File: config.mk
export PLATFORM = sky130hd
export DESIGN_NAME = cpu_core
export DESIGN_NICKNAME = d
export VERILOG_FILES = /design/src/core_pkg.sv /design/src/isa_pkg.sv /design/src/alu.sv /design/src/operand_bypass.sv /design/src/hazard_detect.sv /design/src/fetch_stage.sv /design/src/decode_stage.sv /design/src/execute_stage.sv /design/src/memory_stage.sv /design/src/reg_file.sv /design/src/cpu_core.sv
export SDC_FILE = /design/constraint.sdc
export NUM_CORES = 2
export LEC_CHECK = 0
export BUFFER_PORTS_ARGS = -buffer_cell sky130_fd_sc_hd__buf_4
export CAP_MARGIN = 20
export CELL_PAD_IN_SITES_DETAIL_PLACEMENT = 1
export CELL_PAD_IN_SITES_GLOBAL_PLACEMENT = 1
export CORE_MARGIN = 5
export CORE_UTILIZATION = 49
export CTS_BUF_LIST = sky130_fd_sc_hd__clkbuf_8
export CTS_CLUSTER_DIAMETER = 100
export DETAILED_ROUTE_END_ITERATION = 10
export PLACE_DENSITY_LB_ADDON = 0.1
export SYNTH_ARGS = -nofsm -noshare
export SYNTH_HDL_FRONTEND = slang
export SYNTH_SLANG_ARGS = --single-unit
File: constraint.sdc
create_clock -name clock -period 17.8 [get_ports clock]
set_clock_uncertainty 0.2 [all_clocks]
set_input_delay 0 -clock clock [delete_from_list [all_inputs] [get_ports clock]]
set_output_delay 0 -clock clock [all_outputs]
set_load 0.005 [all_outputs]
File: src/core_pkg.sv
package core_pkg;

    localparam int WORD_W     = 32;
    localparam int REG_ADDR_W = 5;
    localparam int NUM_REGS   = 32;

    // data, address and instruction words share one width
    typedef logic [WORD_W-1:0]     word_t;
    typedef logic [REG_ADDR_W-1:0] reg_addr_t;

endpackage

File: src/isa_pkg.sv
package isa_pkg;

    typedef logic [4:0] opcode_t;
    typedef logic [4:0] alu_op_t;

    localparam opcode_t OP_ALU  = 5'd0;
    localparam opcode_t OP_J    = 5'd1;
    localparam opcode_t OP_BNE  = 5'd2;
    localparam opcode_t OP_JAL  = 5'd3;
    localparam opcode_t OP_JR   = 5'd4;
    localparam opcode_t OP_ADDI = 5'd5;
    localparam opcode_t OP_BLT  = 5'd6;
    localparam opcode_t OP_SW   = 5'd7;
    localparam opcode_t OP_LW   = 5'd8;

    localparam alu_op_t ALU_ADD = 5'd0;
    localparam alu_op_t ALU_SUB = 5'd1;
    localparam alu_op_t ALU_AND = 5'd2;
    localparam alu_op_t ALU_OR  = 5'd3;
    localparam alu_op_t ALU_SLL = 5'd4;
    localparam alu_op_t ALU_SRA = 5'd5;

    // instruction fields, msb and lsb
    localparam int OPCODE_HI = 31;
    localparam int OPCODE_LO = 27;
    localparam int RD_HI     = 26;
    localparam int RD_LO     = 22;
    localparam int RS_HI     = 21;
    localparam int RS_LO     = 17;
    localparam int RT_HI     = 16;
    localparam int RT_LO     = 12;
    localparam int SHAMT_HI  = 11;
    localparam int SHAMT_LO  = 7;
    localparam int ALUOP_HI  = 6;
    localparam int ALUOP_LO  = 2;
    localparam int IMM_HI    = 16;
    localparam int IMM_LO    = 0;
    localparam int TARGET_HI = 26;
    localparam int TARGET_LO = 0;

    localparam logic [4:0]  REG_ZERO  = 5'd0;
    localparam logic [4:0]  REG_LINK  = 5'd31;  // jal return address
    localparam logic [31:0] NOP_INSTR = 32'h0000_0000;  // add r0 r0 r0

endpackage

File: src/alu.sv
`timescale 1ns/100ps

module alu (
    input  core_pkg::word_t operand_a_i,
    input  core_pkg::word_t operand_b_i,
    input  isa_pkg::alu_op_t alu_op_i,
    input  logic [4:0]      shamt_i,
    output core_pkg::word_t result_o,
    output logic            not_equal_o,
    output logic            less_than_o
);
    import core_pkg::*;
    import isa_pkg::*;

    logic signed [WORD_W-1:0] a_signed;
    logic signed [WORD_W-1:0] b_signed;

    assign a_signed = operand_a_i;
    assign b_signed = operand_b_i;

    always_comb begin
        case (alu_op_i)
            ALU_ADD: result_o = operand_a_i + operand_b_i;
            ALU_SUB: result_o = operand_a_i - operand_b_i;
            ALU_AND: result_o = operand_a_i & operand_b_i;
            ALU_OR:  result_o = operand_a_i | operand_b_i;
            ALU_SLL: result_o = operand_a_i << shamt_i;
            ALU_SRA: result_o = word_t'(a_signed >>> shamt_i);  // keeps sign bit
            default: result_o = '0;
        endcase
    end

    assign not_equal_o = (operand_a_i != operand_b_i);
    assign less_than_o = (a_signed < b_signed);

endmodule

File: src/operand_bypass.sv
`timescale 1ns/100ps

module operand_bypass (
    input  core_pkg::word_t     reg_val_i,
    input  core_pkg::reg_addr_t reg_num_i,
    input  core_pkg::word_t     xm_ir_i,
    input  core_pkg::word_t     xm_o_i,
    input  core_pkg::reg_addr_t mw_rd_i,
    input  core_pkg::word_t     mw_data_i,
    input  logic                mw_wren_i,
    output core_pkg::word_t     operand_o
);
    import core_pkg::*;
    import isa_pkg::*;

    opcode_t   xm_opcode;
    reg_addr_t xm_dest;
    logic      xm_writes;
    logic      use_xm;
    logic      use_mw;

    assign xm_opcode = xm_ir_i[OPCODE_HI:OPCODE_LO];
    assign xm_dest   = (xm_opcode == OP_JAL) ? REG_LINK : xm_ir_i[RD_HI:RD_LO];
    assign xm_writes = (xm_opcode == OP_ALU) || (xm_opcode == OP_ADDI) ||
                       (xm_opcode == OP_JAL) || (xm_opcode == OP_LW);

    assign use_xm = xm_writes && (xm_dest == reg_num_i) && (reg_num_i != REG_ZERO);
    assign use_mw = mw_wren_i && (mw_rd_i == reg_num_i) && (reg_num_i != REG_ZERO);

    assign operand_o = use_xm ? xm_o_i : (use_mw ? mw_data_i : reg_val_i);  // newest first

endmodule

File: src/hazard_detect.sv
`timescale 1ns/100ps

module hazard_detect (
    input  core_pkg::word_t fd_ir_i,
    input  core_pkg::word_t dx_ir_i,
    output logic            stall_o
);
    import core_pkg::*;
    import isa_pkg::*;

    opcode_t   fd_opcode;
    opcode_t   dx_opcode;
    reg_addr_t fd_src_a;
    reg_addr_t fd_src_b;
    reg_addr_t dx_rd;
    logic      dx_is_load;
    logic      match_a;
    logic      match_b;

    assign fd_opcode = fd_ir_i[OPCODE_HI:OPCODE_LO];
    assign dx_opcode = dx_ir_i[OPCODE_HI:OPCODE_LO];
    assign dx_rd     = dx_ir_i[RD_HI:RD_LO];

    assign fd_src_a = fd_ir_i[RS_HI:RS_LO];
    assign fd_src_b = (fd_opcode == OP_ALU) ? fd_ir_i[RT_HI:RT_LO] : fd_ir_i[RD_HI:RD_LO];

    assign dx_is_load = (dx_opcode == OP_LW) && (dx_rd != REG_ZERO);
    assign match_a    = (fd_src_a == dx_rd);
    // store data gets the loaded value later, in the memory stage
    assign match_b    = (fd_src_b == dx_rd) && (fd_opcode != OP_SW);

    assign stall_o = dx_is_load && (match_a || match_b);

endmodule

File: src/fetch_stage.sv
`timescale 1ns/100ps

module fetch_stage #(
    parameter core_pkg::word_t RESET_PC = '0
) (
    input  logic            clock,
    input  logic            reset_i,
    input  logic            stall_i,
    input  logic            jump_i,
    input  core_pkg::word_t jump_target_i,
    input  core_pkg::word_t q_imem_i,
    output core_pkg::word_t address_imem_o,
    output core_pkg::word_t fd_pc_o,
    output core_pkg::word_t fd_ir_o
);
    import core_pkg::*;
    import isa_pkg::*;

    word_t pc;
    word_t pc_next;

    assign pc_next = jump_i ? jump_target_i : pc + word_t'(1);

    always_ff @(posedge clock) begin
        if (reset_i) begin
            pc      <= RESET_PC;
            fd_ir_o <= NOP_INSTR;
        end else if (jump_i) begin
            pc      <= pc_next;
            fd_ir_o <= NOP_INSTR;  // squash the word fetched this cycle
        end else if (!stall_i) begin
            pc      <= pc_next;
            fd_ir_o <= q_imem_i;
        end
    end

    assign address_imem_o = pc;
    assign fd_pc_o        = pc;  // address of fd_ir_o plus one

    // a load-use stall must hold the fetch address for exactly one cycle
    assert property (@(posedge clock) disable iff (reset_i)
        (stall_i && !jump_i) |=> $stable(pc));

endmodule

File: src/decode_stage.sv
`timescale 1ns/100ps

module decode_stage (
    input  logic                clock,
    input  logic                reset_i,
    input  core_pkg::word_t     fd_pc_i,
    input  core_pkg::word_t     fd_ir_i,
    input  core_pkg::word_t     data_read_a_i,
    input  core_pkg::word_t     data_read_b_i,
    input  logic                flush_i,
    output core_pkg::reg_addr_t read_reg_a_o,
    output core_pkg::reg_addr_t read_reg_b_o,
    output logic                stall_o,
    output core_pkg::word_t     dx_pc_o,
    output core_pkg::word_t     dx_ir_o,
    output core_pkg::word_t     dx_a_o,
    output core_pkg::word_t     dx_b_o
);
    import core_pkg::*;
    import isa_pkg::*;

    logic  is_rtype;
    word_t ir_next;

    hazard_detect u_hazard_detect (
        .fd_ir_i (fd_ir_i),
        .dx_ir_i (dx_ir_o),
        .stall_o (stall_o)
    );

    assign is_rtype = (fd_ir_i[OPCODE_HI:OPCODE_LO] == OP_ALU);

    assign read_reg_a_o = fd_ir_i[RS_HI:RS_LO];
    // sw, branches and jr read rd through port b
    assign read_reg_b_o = is_rtype ? fd_ir_i[RT_HI:RT_LO] : fd_ir_i[RD_HI:RD_LO];

    assign ir_next = (stall_o || flush_i) ? NOP_INSTR : fd_ir_i;  // bubble or squash

    always_ff @(posedge clock) begin
        if (reset_i) begin
            dx_ir_o <= NOP_INSTR;
        end else begin
            dx_ir_o <= ir_next;
        end
    end

    always_ff @(posedge clock) begin
        dx_pc_o <= fd_pc_i;
        dx_a_o  <= data_read_a_i;
        dx_b_o  <= data_read_b_i;
    end

endmodule

File: src/execute_stage.sv
`timescale 1ns/100ps

module execute_stage (
    input  logic                clock,
    input  logic                reset_i,
    input  core_pkg::word_t     dx_pc_i,
    input  core_pkg::word_t     dx_ir_i,
    input  core_pkg::word_t     dx_a_i,
    input  core_pkg::word_t     dx_b_i,
    input  core_pkg::reg_addr_t xm_mw_rd_i,
    input  core_pkg::word_t     mw_data_i,
    input  logic                mw_wren_i,
    output logic                jump_o,
    output core_pkg::word_t     jump_target_o,
    output core_pkg::word_t     xm_ir_o,
    output core_pkg::word_t     xm_o_o,
    output core_pkg::word_t     xm_b_o
);
    import core_pkg::*;
    import isa_pkg::*;

    opcode_t   opcode;
    reg_addr_t src_b_num;
    word_t     op_a;
    word_t     op_b;
    word_t     imm_ext;
    word_t     target_ext;
    word_t     alu_a;
    word_t     alu_b;
    word_t     alu_result;
    alu_op_t   alu_op;
    logic      is_rtype;
    logic      is_branch;
    logic      use_imm;
    logic      ne;
    logic      lt;

    assign opcode    = dx_ir_i[OPCODE_HI:OPCODE_LO];
    assign is_rtype  = (opcode == OP_ALU);
    assign is_branch = (opcode == OP_BNE) || (opcode == OP_BLT);
    assign use_imm   = (opcode == OP_ADDI) || (opcode == OP_LW) || (opcode == OP_SW);
    assign src_b_num = is_rtype ? dx_ir_i[RT_HI:RT_LO] : dx_ir_i[RD_HI:RD_LO];

    assign imm_ext    = {{(WORD_W-IMM_HI-1){dx_ir_i[IMM_HI]}}, dx_ir_i[IMM_HI:IMM_LO]};
    assign target_ext = {{(WORD_W-TARGET_HI-1){1'b0}}, dx_ir_i[TARGET_HI:TARGET_LO]};

    operand_bypass u_bypass_a (
        .reg_val_i (dx_a_i),
        .reg_num_i (dx_ir_i[RS_HI:RS_LO]),
        .xm_ir_i   (xm_ir_o),
        .xm_o_i    (xm_o_o),
        .mw_rd_i   (xm_mw_rd_i),
        .mw_data_i (mw_data_i),
        .mw_wren_i (mw_wren_i),
        .operand_o (op_a)
    );

    operand_bypass u_bypass_b (
        .reg_val_i (dx_b_i),
        .reg_num_i (src_b_num),
        .xm_ir_i   (xm_ir_o),
        .xm_o_i    (xm_o_o),
        .mw_rd_i   (xm_mw_rd_i),
        .mw_data_i (mw_data_i),
        .mw_wren_i (mw_wren_i),
        .operand_o (op_b)
    );

    // branches compare rd against rs, so rd goes on side a
    assign alu_a  = is_branch ? op_b : op_a;
    assign alu_b  = use_imm ? imm_ext : (is_branch ? op_a : op_b);
    assign alu_op = is_rtype ? dx_ir_i[ALUOP_HI:ALUOP_LO] : ALU_ADD;

    alu u_alu (
        .operand_a_i (alu_a),
        .operand_b_i (alu_b),
        .alu_op_i    (alu_op),
        .shamt_i     (dx_ir_i[SHAMT_HI:SHAMT_LO]),
        .result_o    (alu_result),
        .not_equal_o (ne),
        .less_than_o (lt)
    );

    assign jump_o = (opcode == OP_J) || (opcode == OP_JAL) || (opcode == OP_JR) ||
                    ((opcode == OP_BNE) && ne) || ((opcode == OP_BLT) && lt);

    always_comb begin
        if (is_branch) begin
            jump_target_o = dx_pc_i + imm_ext;  // dx_pc_i is already pc+1
        end else if (opcode == OP_JR) begin
            jump_target_o = op_b;
        end else begin
            jump_target_o = target_ext;
        end
    end

    always_ff @(posedge clock) begin
        if (reset_i) begin
            xm_ir_o <= NOP_INSTR;
        end else begin
            xm_ir_o <= dx_ir_i;
        end
    end

    always_ff @(posedge clock) begin
        xm_o_o <= (opcode == OP_JAL) ? dx_pc_i : alu_result;  // jal links pc+1
        xm_b_o <= op_b;
    end

endmodule

File: src/memory_stage.sv
`timescale 1ns/100ps

module memory_stage (
    input  logic                clock,
    input  logic                reset_i,
    input  core_pkg::word_t     xm_ir_i,
    input  core_pkg::word_t     xm_o_i,
    input  core_pkg::word_t     xm_b_i,
    input  core_pkg::word_t     q_dmem_i,
    output core_pkg::word_t     address_dmem_o,
    output core_pkg::word_t     data_dmem_o,
    output logic                wren_dmem_o,
    output core_pkg::reg_addr_t mw_rd_o,
    output core_pkg::word_t     mw_data_o,
    output logic                mw_wren_o
);
    import core_pkg::*;
    import isa_pkg::*;

    opcode_t   opcode;
    reg_addr_t xm_rd;
    reg_addr_t dest;
    logic      writes_reg;

    assign opcode = xm_ir_i[OPCODE_HI:OPCODE_LO];
    assign xm_rd  = xm_ir_i[RD_HI:RD_LO];
    assign dest   = (opcode == OP_JAL) ? REG_LINK : xm_rd;

    assign writes_reg = (opcode == OP_ALU) || (opcode == OP_ADDI) ||
                        (opcode == OP_JAL) || (opcode == OP_LW);

    assign address_dmem_o = xm_o_i;
    assign wren_dmem_o    = (opcode == OP_SW);
    // lw directly ahead of sw delivers the store data here
    assign data_dmem_o    = (mw_wren_o && (mw_rd_o == xm_rd) && (xm_rd != REG_ZERO)) ?
                            mw_data_o : xm_b_i;

    always_ff @(posedge clock) begin
        if (reset_i) begin
            mw_wren_o <= 1'b0;
        end else begin
            mw_wren_o <= writes_reg && (dest != REG_ZERO);
        end
    end

    always_ff @(posedge clock) begin
        mw_rd_o   <= dest;
        mw_data_o <= (opcode == OP_LW) ? q_dmem_i : xm_o_i;
    end

    // stores only ever come from an sw reaching XM, with known data
    assert property (@(posedge clock) disable iff (reset_i)
        wren_dmem_o |-> (xm_ir_i[OPCODE_HI:OPCODE_LO] == OP_SW) && !$isunknown(data_dmem_o));

endmodule

File: src/reg_file.sv
`timescale 1ns/100ps

module reg_file (
    input  logic                clock,
    input  logic                reset_i,
    input  core_pkg::reg_addr_t read_reg_a_i,
    input  core_pkg::reg_addr_t read_reg_b_i,
    input  core_pkg::reg_addr_t write_reg_i,
    input  core_pkg::word_t     write_data_i,
    input  logic                write_en_i,
    output core_pkg::word_t     data_read_a_o,
    output core_pkg::word_t     data_read_b_o
);
    import core_pkg::*;

    word_t regs [NUM_REGS];
    logic  write_ok;

    assign write_ok = write_en_i && (write_reg_i != '0);  // r0 stays zero

    always_ff @(posedge clock) begin
        if (reset_i) begin
            for (int i = 0; i < NUM_REGS; i++) begin
                regs[i] <= '0;
            end
        end else if (write_ok) begin
            regs[write_reg_i] <= write_data_i;
        end
    end

    // same-cycle write goes straight to the read ports
    assign data_read_a_o = (write_ok && (write_reg_i == read_reg_a_i)) ?
                           write_data_i : regs[read_reg_a_i];
    assign data_read_b_o = (write_ok && (write_reg_i == read_reg_b_i)) ?
                           write_data_i : regs[read_reg_b_i];

    assert property (@(posedge clock) disable iff (reset_i)
        (read_reg_a_i == '0) |-> (data_read_a_o == '0));
    assert property (@(posedge clock) disable iff (reset_i)
        (read_reg_b_i == '0) |-> (data_read_b_o == '0));

endmodule

File: src/cpu_core.sv
`timescale 1ns/100ps

module cpu_core #(
    parameter core_pkg::word_t RESET_PC = '0
) (
    input  logic            clock,
    input  logic            reset_i,
    input  core_pkg::word_t q_imem_i,
    input  core_pkg::word_t q_dmem_i,
    output core_pkg::word_t address_imem_o,
    output core_pkg::word_t address_dmem_o,
    output core_pkg::word_t data_dmem_o,
    output logic            wren_dmem_o
);
    import core_pkg::*;

    logic      stall;
    logic      jump;
    word_t     jump_target;
    word_t     fd_pc;
    word_t     fd_ir;
    reg_addr_t read_reg_a;
    reg_addr_t read_reg_b;
    word_t     data_read_a;
    word_t     data_read_b;
    word_t     dx_pc;
    word_t     dx_ir;
    word_t     dx_a;
    word_t     dx_b;
    word_t     xm_ir;
    word_t     xm_o;
    word_t     xm_b;
    reg_addr_t mw_rd;
    word_t     mw_data;
    logic      mw_wren;

    fetch_stage #(.RESET_PC(RESET_PC)) u_fetch (
        .clock          (clock),
        .reset_i        (reset_i),
        .stall_i        (stall),
        .jump_i         (jump),
        .jump_target_i  (jump_target),
        .q_imem_i       (q_imem_i),
        .address_imem_o (address_imem_o),
        .fd_pc_o        (fd_pc),
        .fd_ir_o        (fd_ir)
    );

    decode_stage u_decode (
        .clock         (clock),
        .reset_i       (reset_i),
        .fd_pc_i       (fd_pc),
        .fd_ir_i       (fd_ir),
        .data_read_a_i (data_read_a),
        .data_read_b_i (data_read_b),
        .flush_i       (jump),  // second squash slot
        .read_reg_a_o  (read_reg_a),
        .read_reg_b_o  (read_reg_b),
        .stall_o       (stall),
        .dx_pc_o       (dx_pc),
        .dx_ir_o       (dx_ir),
        .dx_a_o        (dx_a),
        .dx_b_o        (dx_b)
    );

    execute_stage u_execute (
        .clock         (clock),
        .reset_i       (reset_i),
        .dx_pc_i       (dx_pc),
        .dx_ir_i       (dx_ir),
        .dx_a_i        (dx_a),
        .dx_b_i        (dx_b),
        .xm_mw_rd_i    (mw_rd),
        .mw_data_i     (mw_data),
        .mw_wren_i     (mw_wren),
        .jump_o        (jump),
        .jump_target_o (jump_target),
        .xm_ir_o       (xm_ir),
        .xm_o_o        (xm_o),
        .xm_b_o        (xm_b)
    );

    memory_stage u_memory (
        .clock          (clock),
        .reset_i        (reset_i),
        .xm_ir_i        (xm_ir),
        .xm_o_i         (xm_o),
        .xm_b_i         (xm_b),
        .q_dmem_i       (q_dmem_i),
        .address_dmem_o (address_dmem_o),
        .data_dmem_o    (data_dmem_o),
        .wren_dmem_o    (wren_dmem_o),
        .mw_rd_o        (mw_rd),
        .mw_data_o      (mw_data),
        .mw_wren_o      (mw_wren)
    );

    reg_file u_reg_file (
        .clock         (clock),
        .reset_i       (reset_i),
        .read_reg_a_i  (read_reg_a),
        .read_reg_b_i  (read_reg_b),
        .write_reg_i   (mw_rd),
        .write_data_i  (mw_data),
        .write_en_i    (mw_wren),
        .data_read_a_o (data_read_a),
        .data_read_b_o (data_read_b)
    );

endmodule

# --- Word-level counts from Yosys, hierarchy flattened ---
# Memories as Yosys holds them, arrays and structs flattened. A register that Yosys moved wholly into a read port is not among the register bits.
# Cells that the tools add are included.
classes:
  addsub: 4
  n_lt_le_gt_ge: 1
  eq_ne: 29
  shifts: 2
  muxes: 32
  bitwise: 2
  reduce_logical: 44
op_table:
  columns: ["cell", "count"]
  rows:
  - ["$mux 32", 18]
  - ["$pmux 32 s6", 1]
  - ["$add 32x32->32", 2]
  - ["$eq 5x5->1", 9]
  - ["$eq 5x3->1 const B", 8]
  - ["$mux 5", 7]
  - ["$add 32x1->32 const B", 1]
  - ["$and 32x32->32", 1]
  - ["$lt 32x32->1", 1]
  - ["$ne 32x32->1", 1]
  - ["$or 32x32->32", 1]
  - ["$reduce_or 32->1", 1]
  - ["$shl 32x5->32", 1]
  - ["$sshr 32x5->32", 1]
  - ["$sub 32x32->32", 1]
  - ["$reduce_bool 5->1", 6]
  - ["$eq 5x2->1 const B", 5]
  - ["$logic_not 5->1", 4]
  - ["$logic_and 1x1->1", 19]
  - ["$logic_or 1x1->1", 12]
  - ["$eq 5x1->1 const B", 2]
  - ["$eq 5x4->1 const B", 2]
  - ["$mux 1", 6]
  - ["$ne 5x3->1 const B", 1]
  - ["other kinds (2)", 3]
word_totals:
  reg_bits: 326
  ramBits: 1024
  output_inout_bits: 97
  wordCells: 127
  n_memories: 1
memory_table:
  columns: ["memory", "words", "width", "read_ports", "rd_ports_with_merged_regs", "write_ports", "line", "rtl"]
  rows:
  - ["u_reg_file.regs", 32, 32, 2, 1, 32, "reg_file.sv:16", "word_t regs [NUM_REGS];"]

# --- Logic depth before layout (Yosys ltp) ---
depth:
  word_depth: 16
  ltp_mapped: 30
  depth_no_buf: 25

# --- Cells and area by module ---
# From an unflattened synthesis, not the netlist that was laid out.
hier_totals:
  hier_cells: 6537
  area_unflattened_um2: 80567.3
modules_own_cells:
  columns: ["mod", "n_inst", "cells_each", "area_each_um2", "seq_area_each_um2"]
  rows:
  - ["reg_file", 1, 3494, 54461.0, 30749.5]
  - ["alu", 1, 1289, 8929.8, 0.0]
  - ["execute_stage", 1, 761, 6002.0, 1921.8]
  - ["fetch_stage", 1, 412, 3453.3, 1281.2]
  - ["decode_stage", 1, 176, 2896.5, 2562.5]
  - ["operand_bypass", 2, 101, 1251.2, 0.0]
  - ["memory_stage", 1, 164, 2055.7, 760.7]
  - ["hazard_detect", 1, 39, 266.5, 0.0]

# --- Worst setup path after synthesis ---
# No wires, ideal clock.
synth_timing:
  path_type: "register to register"
  from: "register u_decode.dx_ir_o[27]"
  to: "register u_fetch.pc[10] (netlist: u_fetch.address_imem_o[10])"
  setup_ns: 0.074
  arrival_ns: 6.454
  required_time_ns: 17.526
  slack_ns: 11.072
  path_stages_with_launch: 27
  path_cell_list: "dfxtp_1 buf_2 nor4_4 nand2_2 mux2_1 or4_4 or3_1 buf_6 clkbuf_1 buf_1 mux2i_1 o211ai_1 o21a_1 inv_1 ha_1 o21bai_1 a21oi_1 o21ai_0 a211oi_1 a21oi_1 o211ai_1 a21oi_1 o311ai_1 clkbuf_1 buf_1 o211ai_1 a31oi_1"
synth_between:
  elab_chain_cells: 16
synth_lines:
  columns: ["item", "line", "rtl"]
  rows:
  - ["start: declaration", "decode_stage.sv:15", "output core_pkg::word_t dx_ir_o,"]
  - ["start signal: assignment", "decode_stage.sv:43", "dx_ir_o <= ir_next;"]
  - ["branches (longest 16 deep; another with $lt 32x32->1)", null, null]
  - ["end signal: assignment", "fetch_stage.sv:29", "pc <= pc_next;"]
  - ["end signal: assignment", "fetch_stage.sv:32", "pc <= pc_next;"]
  - ["end: declaration", "fetch_stage.sv:19", "word_t pc;"]
# Parallel ways; which one is timed is not known. The select of a mux whose other input is x is not followed.
# A chain may end at the register's enable or synchronous reset.

# --- Worst setup path after layout ---
layout_timing:
  from: "register u_decode.dx_ir_o[29]"
  to: "register u_fetch.pc[4] (netlist: u_fetch.address_imem_o[4])"
# Same word-level chain as after synthesis.

==> impl_metrics.toml <==
[cells_and_area]
fin_nets = 7851
drive_above_1_share_pct = 16.7
finalCoreUtilization_pct = 54.9
syn_to_final_growth_pct = 11.6
layout_common_cells = "and2_1 (1,254), edfxtp_1 (1,024), nand2_1 (815), a211oi_1 (387), a21oi_1 (384)"
layout_commonest_cell = "and2_1"

[synthesis]
synthDistinctLibCells = 99
ys_async_sr_fraction_pct = 0
synth.area.mux_share_pct = 13.6
synth_area_per_cell_um2 = 10.5
syn_area_mm2 = 0.0799
synth_top_cell_area_share_pct = 38.5
yosysWarnings = 0
synth_top_family_by_area = "simple AND/OR/NAND/NOR gates"
synth.area.top_cells = "edfxtp_1 (38%), and2_1 (9.8%), mux4_2 (9.6%)"
synthSimpleGateAreaFrac_pct = 18.4
synth_top_cell_by_area = "edfxtp_1"
synth_fa_ha_area_share_pct = 2.24
syn_inst = 7582
synth_xor_area_share_pct = 0.844
synth_compound_area_share_pct = 14.7
synth-seq-area-share_pct = 46.2
ys.flop_type = "edfxtp_1"
ys_seq_elements = 1333
synth-edff-count = 1024

[global_route]
grt_usage_pct = 42.9
grt_pass1_wl_mm = 524
overflow = 0
antenna_found_initial = 51
grt_pass1_vias = 70845
grt_max_degree = 165

[clock_network]
cts.path.max_buffers = 3
cts_tree = "built"
cts.sinks = 1333
htreeDepth = 4
clk-insertion-delay-late_ns = 1.03
cts_made_buffers = 224
post_cts_buffers = 0
cts_root_buf = "clkbuf_8"
clk_pin_slew_ns = 0.07

[sta]
rsz0062_at_grt = "false"
setup_tns_ns = 0
period_share_pct = 52.6
setup_viol = 0
max_clock_freq_mhz = 107
worst_pin_slew_ns = 1.34
slew_headroom_pct = 9.98
min_period_ns = 9.36
slew_viol_final = 0
hold_viol = 0

[worst_setup_path]
worst_ep_required_time_ns = 18.50
rr_startpoint = "u_decode.dx_ir_o[29]$_SDFF_PP0_"
startpoint_type = "flip-flop"
path_class = "flip-flop to flip-flop"
path_max_fanout = 45
cp-end-kind = "flip-flop"
cp-startpoint = "u_decode.dx_ir_o[29]$_SDFF_PP0_"
worst_ep_arrival_time_ns = 10.05

[die]
num_io_pins = 163
core_mm2 = 0.162
initial_utilization_pct = 49.2
chipHeight_um = 414
rows = 148
die_w_um = 414
die_area_mm2 = 0.171

[placed_design]
place_congestion = 1.07
hpwl_mm = 249
io_buffers = 162

[flow_run]
maxCapViolations = 0

[detailed_routing]
vias = 70262
wl_per_cell_um = 37.5
avgViaCountPerCell = 7.01
routed_wl_mm = 376
initialDrtViolationCount = 10955
drtPass1Iterations = 5
postRouteAntennaNets = 0
drc = 0

[pwr]
powerDensity_mw_per_mm2 = 137
power_w = 0.0122
p_leak_nw = 32.7
ir_worst_vdd_uv = 83.6

[hold_path]
min_path_type = "input pin to flip-flop"
worstHoldStart = "reset_i"

[run_status]
outcome = "finished clean"
==> synth_stat cells (26+ instances only) <==
library cell / instances
mux2i_1: 177
dfxtp_1: 309
a22oi_1: 34
o21bai_1: 28
nor4_1: 26
nor2_1: 353
xnor2_1: 52
nor3_1: 96
and2_1: 1254
clkbuf_1: 626
a311oi_1: 132
mux2_2: 120
o211ai_1: 80
mux4_2: 342
a21oi_1: 384
ha_1: 138
nand3_1: 94
a211oi_1: 388
buf_1: 62
o21ai_0: 162
o22ai_1: 45
a21o_1: 33
or2_2: 38
nand2_1: 816
a221oi_1: 30
inv_1: 103
edfxtp_1: 1024
and3_1: 28
a31oi_1: 190
==> worst paths after layout <==
kind	endpoint	slack [ns]	cells past startpoint
max reg2reg	u_fetch.address_imem_o[4]$_SDFFE_PP0P_	8.44	23
min reg2reg	u_decode.dx_pc_o[13]$_DFF_P_	0.21	0
max	u_fetch.address_imem_o[4]$_SDFFE_PP0P_	8.44	23
min	u_execute.xm_ir_o[24]$_SDFF_PP0_	0.12	4
==> report_power, final <==
part | total (W) | switching, W | internal (W)
clock | 0.00277 | 0.00138 | 0.00139
sequential | 0.00419 | 0.000553 | 0.00364
combinational | 0.00522 | 0.00362 | 0.00159
total | 0.0122 | 0.00556 | 0.00662
==> critical path, stage by stage (launching register included) <==
cell	delay [ns]
dfxtp_1	0.71
clkinv_1	0.48
nand2_2	0.25
mux2_1	0.35
or4_4	0.54
or3_2	0.58
buf_4	0.34
and2_4	0.29
a221o_1	0.43
inv_2	0.20
ha_1	0.22
fa_1	0.26
o21bai_1	0.12
a21oi_1	0.35
o21ai_0	0.20
a211oi_1	0.64
a21oi_1	0.22
o211ai_1	0.57
a21oi_1	0.37
o311ai_4	0.36
buf_4	0.48
nor2_1	0.39
and3_1	0.34
a2111oi_0	0.30
==> flip-flops by register name, summed over array words and instances (netlist names), named ones only <==
name                    flops
u_reg_file.regs          1024
u_decode.dx_a_o            32
u_decode.dx_b_o            32
u_decode.dx_ir_o           32
u_decode.dx_pc_o           32
u_execute.xm_b_o           32
u_execute.xm_o_o           32
u_fetch.address_imem_o     32
u_fetch.fd_ir_o            32
u_memory.mw_data_o         32
u_execute.xm_ir_o          10
u_memory.mw_rd_o            5
u_memory.mw_wren_o          1
==> logic make-up (layout without fill, tap and decap cells) <==
kind of cell / after synthesis / count (layout)
simple gates: 2833 / 2833
compound gates: 1710 / 1710
flops: 1333 / 1333
buf+inv: 845 / 1059
mux: 642 / 642
fa+ha+maj: 141 / 141
xor+xnor: 77 / 77
other cells: 1 / 53
==> metrics by stage <==
step | hold WS [ns] | setup WS, ns | instance area, um2 | instances
global placement | 0.0284 | 8.91 | 83300 | 9452
floorplan | -0.0914 | 11.07 | 80000 | 7613
global route | 0.118 | 8.09 | 89100 | 10009
detailed placement | 0.0304 | 8.75 | 83400 | 9454
finish | 0.117 | 8.44 | 89200 | 10023
CTS | 0.0337 | 8.67 | 89100 | 10000
==> cell type report <==
type	count	area [um2]
clock inverters	171	1100
diodes	21	52.6
well taps	2175	2720
clock buffers	238	3280
repair buffers	516	4250
fillers	17385	73200
inverters	134	509
flip-flops and latches	1333	37000
multi-input cells	5435	40300
==> layer usage <==
layer	track usage (%)	wire, um	vias up
li1	-	-	28286
met1	56.7	143000	35864
met2	63.5	163000	4927
met3	12.5	46500	1159
met4	23.2	23800	26
met5	0.891	366	-
==> timing repair <==
item,CTS,global route
gates resized for setup,0,0
endpoints found under the hold margin,299,0
hold buffers,137,0
Note: power is estimated with default switching activity, not from simulation.
